$ cat config.mk
export PLATFORM = sky130hd
export DESIGN_NAME = slow_device_top
export DESIGN_NICKNAME = d
export VERILOG_FILES = /design/src/dev_data_pkg.sv /design/src/spi_timing_pkg.sv /design/src/ad7680_reader.sv /design/src/max5216_writer.sv /design/src/slow_device_top.sv /design/src/spi_frame_engine.sv
export SDC_FILE = /design/constraint.sdc
export NUM_CORES = 1
export LEC_CHECK = 0
export BUFFER_PORTS_ARGS = -buffer_cell sky130_fd_sc_hd__clkbuf_2
export CORE_MARGIN = 2
export CORE_UTILIZATION = 45
export DETAILED_ROUTE_END_ITERATION = 16
export PLACE_DENSITY = 0.76
export SETUP_SLACK_MARGIN = 0.1
export SYNTH_ARGS = -nofsm -noshare
export SYNTH_HDL_FRONTEND = slang
export SYNTH_SLANG_ARGS = --single-unit
$ cat constraint.sdc
create_clock -name clk_100m -period 3.4 [get_ports clk_100m]
set_clock_uncertainty 0.1 [all_clocks]
set_input_delay 0.68 -clock clk_100m [delete_from_list [all_inputs] [get_ports clk_100m]]
set_output_delay 0.68 -clock clk_100m [all_outputs]
set_load 0.05 [all_outputs]
$ cat src/dev_data_pkg.sv
package dev_data_pkg;

    // --------------------------------------------------
    // payload types
    // --------------------------------------------------

    typedef logic [15:0] dac_code_t;                // MAX5216 output code
    typedef logic [15:0] adc_sample_t;              // AD7680 conversion result

    // --------------------------------------------------
    // MAX5216 frame format
    // --------------------------------------------------

    // The DAC frame is 24 bits, MSB first:
    //   [23:22] control field, 01 loads and updates the output
    //   [21:6]  output code
    //   [5:0]   don't care, sent as zeros
    localparam logic [1:0] max5216_cmd_write = 2'b01;   // write-through command
    localparam logic [5:0] max5216_pad_bits = 6'b0;     // frame tail

    // --------------------------------------------------
    // AD7680 frame format
    // --------------------------------------------------

    // The ADC frame is 24 clocks: four leading zeros, the 16-bit
    // sample MSB first, then four trailing zeros
    localparam logic [3:0] ad7680_lead_zeros = 4'b0;    // zeros before sample msb

endpackage

$ cat src/spi_timing_pkg.sv
package spi_timing_pkg;

    // --------------------------------------------------
    // MAX5216 DAC serial timing
    // --------------------------------------------------

    // cmd + code + pad, one frame per write
    localparam int max5216_frame_bits = 24;

    // 100 MHz / (2 * 2) gives a 25 MHz serial clock
    localparam int max5216_half_div = 2;

    // --------------------------------------------------
    // AD7680 ADC serial timing
    // --------------------------------------------------

    // lead zeros + sample + trailing zeros
    localparam int ad7680_frame_bits = 24;

    // 100 MHz / (2 * 20) gives a 2.5 MHz serial clock
    localparam int ad7680_half_div = 20;

endpackage

$ cat src/ad7680_reader.sv
module ad7680_reader (
    input  logic                     clk_100m,
    input  logic                     rst,
    input  logic                     adc_rd,
    output logic                     adc_busy,
    output logic                     cs_n,
    output logic                     sclk,
    input  logic                     sdata,
    output dev_data_pkg::adc_sample_t sample,
    output logic                     sample_valid,
    output dev_data_pkg::adc_sample_t sample_lock
);

    import dev_data_pkg::*;
    import spi_timing_pkg::*;

    logic [ad7680_frame_bits-1:0] rx_frame;
    logic                         frame_done;
    adc_sample_t                  rx_sample;

    spi_frame_engine #(
        .frame_bits (ad7680_frame_bits),
        .half_div   (ad7680_half_div)
    ) i_spi_frame_engine (
        .clk_100m   (clk_100m),
        .rst        (rst),
        .start      (adc_rd),
        .tx_frame   ('0),                               // ADC is read only
        .rx_frame   (rx_frame),
        .busy       (adc_busy),
        .done       (frame_done),
        .cs_n       (cs_n),
        .sclk       (sclk),
        .mosi       (),
        .miso       (sdata)
    );

    // --------------------------------------------------
    // sample extraction
    // --------------------------------------------------

    // skip the leading zeros, trailing zeros fall off the bottom
    assign rx_sample = rx_frame[ad7680_frame_bits-1-$bits(ad7680_lead_zeros) -:
                                $bits(adc_sample_t)];

    always_ff @(posedge clk_100m or posedge rst) begin
        if (rst) begin
            sample_valid <= 1'b0;
            sample_lock <= '0;
        end else begin
            sample_valid <= frame_done;                 // one cycle after done
            if (frame_done) begin
                sample_lock <= rx_sample;               // held until next read
            end
        end
    end

    always_ff @(posedge clk_100m) begin
        if (frame_done) begin
            sample <= rx_sample;                        // qualified by sample_valid
        end
    end

endmodule

$ cat src/max5216_writer.sv
module max5216_writer (
    input  logic                   clk_100m,
    input  logic                   rst,
    input  logic                   dac_wr,
    input  dev_data_pkg::dac_code_t dac_code,
    output logic                   dac_busy,
    output logic                   cs_n,
    output logic                   sclk,
    output logic                   din,
    output logic                   clr_n
);

    import dev_data_pkg::*;
    import spi_timing_pkg::*;

    logic [max5216_frame_bits-1:0] dac_frame;

    // --------------------------------------------------
    // frame assembly
    // --------------------------------------------------

    // The engine latches the frame on the accepted strobe, so the code
    // may change right after dac_wr
    assign dac_frame = {max5216_cmd_write, dac_code, max5216_pad_bits};

    spi_frame_engine #(
        .frame_bits (max5216_frame_bits),
        .half_div   (max5216_half_div)
    ) i_spi_frame_engine (
        .clk_100m   (clk_100m),
        .rst        (rst),
        .start      (dac_wr),           // engine drops it when busy
        .tx_frame   (dac_frame),
        .rx_frame   (),                 // DAC has no readback line
        .busy       (dac_busy),
        .done       (),
        .cs_n       (cs_n),
        .sclk       (sclk),
        .mosi       (din),
        .miso       (1'b0)
    );

    // --------------------------------------------------
    // clear line
    // --------------------------------------------------

    // DAC output held at zero scale while the board is in reset
    always_ff @(posedge clk_100m or posedge rst) begin
        if (rst) begin
            clr_n <= 1'b0;
        end else begin
            clr_n <= 1'b1;                  // released on first clock after rst
        end
    end

endmodule

$ cat src/slow_device_top.sv
module slow_device_top (
    input  logic                      clk_100m,
    input  logic                      rst,
    // MAX5216 DAC
    input  logic                      dac_wr,
    input  dev_data_pkg::dac_code_t   dac_code,
    output logic                      dac_busy,
    output logic                      max5216_cs_n,
    output logic                      max5216_sclk,
    output logic                      max5216_din,
    output logic                      max5216_clr_n,
    // AD7680 ADC
    input  logic                      adc_rd,
    output logic                      adc_busy,
    output logic                      ad7680_cs_n,
    output logic                      ad7680_sclk,
    input  logic                      ad7680_data,
    output dev_data_pkg::adc_sample_t adc_sample,
    output logic                      adc_sample_valid,
    output dev_data_pkg::adc_sample_t adc_sample_lock
);

    // --------------------------------------------------
    // device drivers, fully independent
    // --------------------------------------------------

    max5216_writer i_max5216_writer (
        .clk_100m     (clk_100m),
        .rst          (rst),
        .dac_wr       (dac_wr),
        .dac_code     (dac_code),
        .dac_busy     (dac_busy),
        .cs_n         (max5216_cs_n),
        .sclk         (max5216_sclk),       // 25 MHz
        .din          (max5216_din),
        .clr_n        (max5216_clr_n)
    );

    ad7680_reader i_ad7680_reader (
        .clk_100m     (clk_100m),
        .rst          (rst),
        .adc_rd       (adc_rd),
        .adc_busy     (adc_busy),
        .cs_n         (ad7680_cs_n),
        .sclk         (ad7680_sclk),        // 2.5 MHz
        .sdata        (ad7680_data),
        .sample       (adc_sample),
        .sample_valid (adc_sample_valid),
        .sample_lock  (adc_sample_lock)
    );

endmodule

$ cat src/spi_frame_engine.sv
module spi_frame_engine #(
    parameter int frame_bits = 24,
    parameter int half_div = 2
) (
    input  logic                  clk_100m,
    input  logic                  rst,
    input  logic                  start,
    input  logic [frame_bits-1:0] tx_frame,
    output logic [frame_bits-1:0] rx_frame,
    output logic                  busy,
    output logic                  done,
    output logic                  cs_n,
    output logic                  sclk,
    output logic                  mosi,
    input  logic                  miso
);

    localparam int hc_w = $clog2(half_div + 1);
    localparam int bc_w = $clog2(frame_bits + 1);
    localparam logic [hc_w-1:0] half_last = hc_w'(half_div - 1);
    localparam logic [bc_w-1:0] bit_last = bc_w'(frame_bits - 1);

    logic [hc_w-1:0]       half_cnt;        // cycles within one sclk phase
    logic [bc_w-1:0]       bit_cnt;         // bit being sent
    logic                  tail;            // last rising edge seen, cs still low
    logic                  take;
    logic                  half_end;
    logic                  sclk_rise;
    logic [frame_bits-1:0] tx_shift;
    logic [frame_bits-1:0] rx_shift;

    assign take = start && !busy;                               // strobes while busy are lost
    assign half_end = busy && !tail && (half_cnt == half_last);
    assign sclk_rise = half_end && !sclk;                       // bit boundary

    // --------------------------------------------------
    // frame sequencing
    // --------------------------------------------------

    // A frame is cs fall with sclk high, then per bit one high phase and
    // one low phase of half_div cycles each. The rising edge that closes
    // the last bit leaves one more cycle with cs low before cs rises.
    always_ff @(posedge clk_100m or posedge rst) begin
        if (rst) begin
            busy <= 1'b0;
            done <= 1'b0;
            cs_n <= 1'b1;
            sclk <= 1'b1;                   // idles high
            tail <= 1'b0;
            half_cnt <= '0;
            bit_cnt <= '0;
        end else begin
            done <= 1'b0;
            if (take) begin
                busy <= 1'b1;
                cs_n <= 1'b0;
                sclk <= 1'b1;
                tail <= 1'b0;
                half_cnt <= '0;
                bit_cnt <= '0;
            end else if (busy && tail) begin
                busy <= 1'b0;
                cs_n <= 1'b1;
                done <= 1'b1;               // rx_frame valid here
                tail <= 1'b0;
            end else if (half_end) begin
                half_cnt <= '0;
                if (sclk) begin
                    sclk <= 1'b0;           // device samples mosi here
                end else begin
                    sclk <= 1'b1;
                    if (bit_cnt == bit_last) begin
                        tail <= 1'b1;
                    end else begin
                        bit_cnt <= bit_cnt + 1'b1;
                    end
                end
            end else if (busy) begin
                half_cnt <= half_cnt + 1'b1;
            end
        end
    end

    // --------------------------------------------------
    // data shift registers
    // --------------------------------------------------

    always_ff @(posedge clk_100m) begin
        if (take) begin
            tx_shift <= tx_frame;                               // msb on the pin next cycle
        end else if (sclk_rise) begin
            tx_shift <= {tx_shift[frame_bits-2:0], 1'b0};
            rx_shift <= {rx_shift[frame_bits-2:0], miso};       // miso settled since fall
        end
    end

    assign mosi = tx_shift[frame_bits-1];
    assign rx_frame = rx_shift;

endmodule

==> summary.md <==
| Metric | Value |
|---|---|
| CTS Sinks | 98 |
| Area of the core | between 0.008 and 0.009 mm² |
| Setup total negative slack | 0 ns |
| # rows | 33 |
| Worst setup slack for register-to-register paths | between 1 and 1.5 ns |
| FF-to-FF End | i_max5216_writer.i_spi_frame_engine.tx_shift[8] |
| Met3 Routed Length | 385 µm |
| Gr usage total | 0.152 |
| Worst Hold Launch | i_ad7680_reader.i_spi_frame_engine.rx_frame[0] |
| Synthesized area | ~0.0038 mm² |
| Crit start category | register |
| Final WS setup | approximately 1.4 ns |
| Post-layout min period | around 2.0 ns |
| Cell Count, Final, Fillers Out | about 460 |
| Sequential area share after synthesis | 0.707 |
| # hold bufs at CTS | 0 |
| Starting Density | 0.466 |
| Worst vdd ir | approximately 0.00034 V |
| Hold_ws | 0.328 ns |
| CTS Root Cell | clkbuf_8 |
| Iter 0 DRT Violations | approximately 120 |
| Synthesized instance count | between 200 and 300 |
| CP required | between 2 and 3 ns |
| Syn_nets | between 300 and 400 |
| Worst path buffer plus inverter count | 1 |
| Leak | about 1.9 nW |
| Die height | between 90 and 100 µm |
| Yosys warns | 0 |
| Uppermost layer routed | met4 |
| MaxCap Viol Count | 0 |
| Layout cell share with drive strength beyond 1 | 0.303 |
| # fillers | just under 700 |
| Area Overhead vs Synth | 16.6% |
| Latest clock arrival within the worst-skew pair | roughly 0.36 ns |
| Pre-CTS setup slack | around 1.2 ns |
| TritonCTS clock tree | yes |
| Hold Crit Class | register to register |
| Via density | ~5.2 |
| Pwr/cell area | 851 mW/mm² |
| Wirelength, routed | roughly 6500 µm |
| EDFF count, synth | 52 |
| CP max-delay cell | dfstp_2 |
| First-pass GRT wire length | between 10,000 and 15,000 µm |
| Max incr delay on CP | roughly 0.6 ns |
| FMAX | around 0.50 GHz |
| WL/cell | around 14 µm |
| Final ANT Viol Nets | 0 |
| Crit share post-route | 0.591 |
| CP arrival | 1.23 ns |
| Nets | 369 |
| Die area | roughly 0.0093 mm² |
| Post-CTS setup buffers | 0 |
| Die width | 96.3 µm |
| N_diodes | 0 |
| Wl on met1 | just over 3000 µm |
| Netlist cell types | between 40 and 50 |
| Post-synth ARST share | 0.449 |
| Endpoint type of the worst setup path | output port |
| CP max FO | 5 |
| FF+latch count, synth | 98 |
| WL met2 | 2970 µm |
| Slew HR | 0.188 |
| Avg Synthesized Cell Area | about 14 µm² |
| CP top delay family | flip-flops |
| WHS Path Cells | 0 |
| Port buffer count | between 60 and 70 |
| DP HPWL | between 4000 and 5000 µm |
| Area of the multi-input gates | 0.00105 mm² |
| Register area | approximately 0.0027 mm² |
| # resized after CTS | 0 |
| Setup violators final | 0 |
| Top FF cell, synth | edfxtp_1 |
| Vias | 2,364 |
| Hold violation total from the final report | 0 |
| Remaining DRCs | 0 |
| R2R Path Start | i_max5216_writer.i_spi_frame_engine.busy |
| Initial antenna violation count | 0 |
| H-Tree Depth | 3 |
| Placed insts | roughly 440 |
| CTS Buf Count | 9 |
| Largest net degree at the start of global routing | 45 |
| Critical-path cell list | clkbuf_2 |
| Critical path startpoint | i_max5216_writer.i_spi_frame_engine.sclk |
| Vias in the first global route | ~2,200 |
| # IOs | slightly above 60 |
| Clock transition at the registers of the reported paths | approximately 0.090 ns |
| RSZ-0062 raised after global routing | false |
| Worst slew pin tran | between 1 and 1.5 ns |
| Global route overflow | 0 |
| Crit Path Class | register to output port |
| Pins Over Slew Limit | 0 |
| DRT Pass-1 Iters | 4 |
| Path depth of the worst reg2reg path | 3 |
| Hold Path End | i_ad7680_reader.i_spi_frame_engine.rx_frame[1] |
| Global placement routability congestion | 0.803 |
| Status | completed |
| Longest Clk Path Bufs | 2 |
metrics by stage:
stage | power, mW | area, µm² | util
detailed placement | 3.01 | 4240 | 0.517
global placement | 2.96 | 4240 | 0.517
finish | 3.80 | 4470 | 0.544
floorplan | 2.72 | 3830 | -
CTS | 3.84 | 4470 | 0.544
global route | 4.04 | 4470 | 0.544
worst max-delay path by stage:
stage,cells past startpoint,slack [ns],endpoint
after floorplan,3,0.55,i_max5216_writer.i_spi_frame_engine.tx_shift[10]
after global placement,4,1.25,i_max5216_writer.i_spi_frame_engine.tx_shift[13]
after detailed placement,4,1.22,i_max5216_writer.i_spi_frame_engine.tx_shift[14]
after CTS,1,1.37,max5216_sclk
after global routing,3,1.30,i_max5216_writer.i_spi_frame_engine.tx_shift[9]
final,1,1.39,max5216_sclk
cell usage in the layout, fill, tap and decap left out, types with 2 or more instances in the layout:
cell       synthesis  routed
and3b_1            2       2
dfrtp_1           40      40
dfstp_2            4       4
clkbuf_8           0       9
dfxtp_1            2       2
ha_1               3       3
nor3_1             6       6
inv_1              5       4
buf_4              0       4
xor2_1             2       2
o41ai_1            2       2
a21oi_1            4       4
nand4b_1           3       3
nand2_1           56      56
mux2_2            16      16
nand4_1            4       4
clkbuf_2           0      61
bufinv_16          0       2
nor2_1             5       4
edfxtp_1          52      52
inv_6              0       3
and2_1             2       2
nand2b_1           7       7
o21ai_0           10       9
nor2b_1            3       3
nand3_1            7       7
xnor2_1            3       3
o311ai_0           3       3
mux2i_1            6       6
and4b_1            2       2
registers in the layout (all words and copies together), names as in the netlist, 2 cells and up:
name and cells:
i_max5216_writer.i_spi_frame_engine.bit_cnt 5, i_ad7680_reader.i_spi_frame_engine.rx_frame 20, i_max5216_writer.i_spi_frame_engine.tx_shift 18, i_ad7680_reader.i_spi_frame_engine.half_cnt 5
i_ad7680_reader.sample 16, i_ad7680_reader.i_spi_frame_engine.bit_cnt 5, i_max5216_writer.i_spi_frame_engine.half_cnt 2, i_ad7680_reader.sample_lock 16
per-layer routing:
layer	global-route usage	up-vias
met4	0.0679	0
met1	0.200	1152
met3	0.0423	8
met5	0	-
met2	0.237	64
li1	-	1140
kinds of logic after synthesis:
family | share of synthesized area
DFF | 0.707
and+or+nand+nor | 0.141
other | 0.000979
adders and majority gates | 0.00980
buffers and inverters | 0.0196
xor gates and xnor gates | 0.0114
AOI/OAI and AO/OA | 0.0480
muxes | 0.0627
cell usage after synthesis (2+ instances only):
| cell | number | area share |
|---|---|---|
| edfxtp_1 | 52 | 0.41 |
| nand3_1 | 7 | 0.0091 |
| clkbuf_1 | 11 | 0.011 |
| and3b_1 | 2 | 0.0046 |
| nor2b_1 | 3 | 0.0049 |
| dfxtp_1 | 2 | 0.010 |
| and2_1 | 2 | 0.0033 |
| dfrtp_1 | 40 | 0.26 |
| mux2_2 | 16 | 0.047 |
| a21oi_1 | 4 | 0.0052 |
| xor2_1 | 2 | 0.0046 |
| o311ai_0 | 3 | 0.0069 |
| nor3_1 | 6 | 0.0078 |
| nand2b_1 | 7 | 0.011 |
| o41ai_1 | 2 | 0.0046 |
| xnor2_1 | 3 | 0.0069 |
| nand2_1 | 56 | 0.055 |
| nor2_1 | 5 | 0.0049 |
| nand4_1 | 4 | 0.0065 |
| dfstp_2 | 4 | 0.027 |
| inv_1 | 5 | 0.0049 |
| o21ai_0 | 10 | 0.013 |
| ha_1 | 3 | 0.0098 |
| mux2i_1 | 6 | 0.016 |
| and4b_1 | 2 | 0.0052 |
| nand4b_1 | 3 | 0.0069 |
report_power, final:
| group | internal, mW | switching [mW] | total (mW) |
|---|---|---|---|
| combinational | 0.360 | 0.826 | 1.19 |
| sequential | 1.59 | 0.199 | 1.79 |
| clock | 0.424 | 0.403 | 0.827 |
area by class of cell:
class | instances | share of cell area
inverters | 5 | 0.00420
repair buffers | 65 | 0.0751
clock buffers | 10 | 0.0286
clock inverters | 6 | 0.0213
flip-flops and latches | 98 | 0.606
multi-input cells | 166 | 0.235
well taps | 105 | 0.0294
Power figures use the tool's default switching activity.
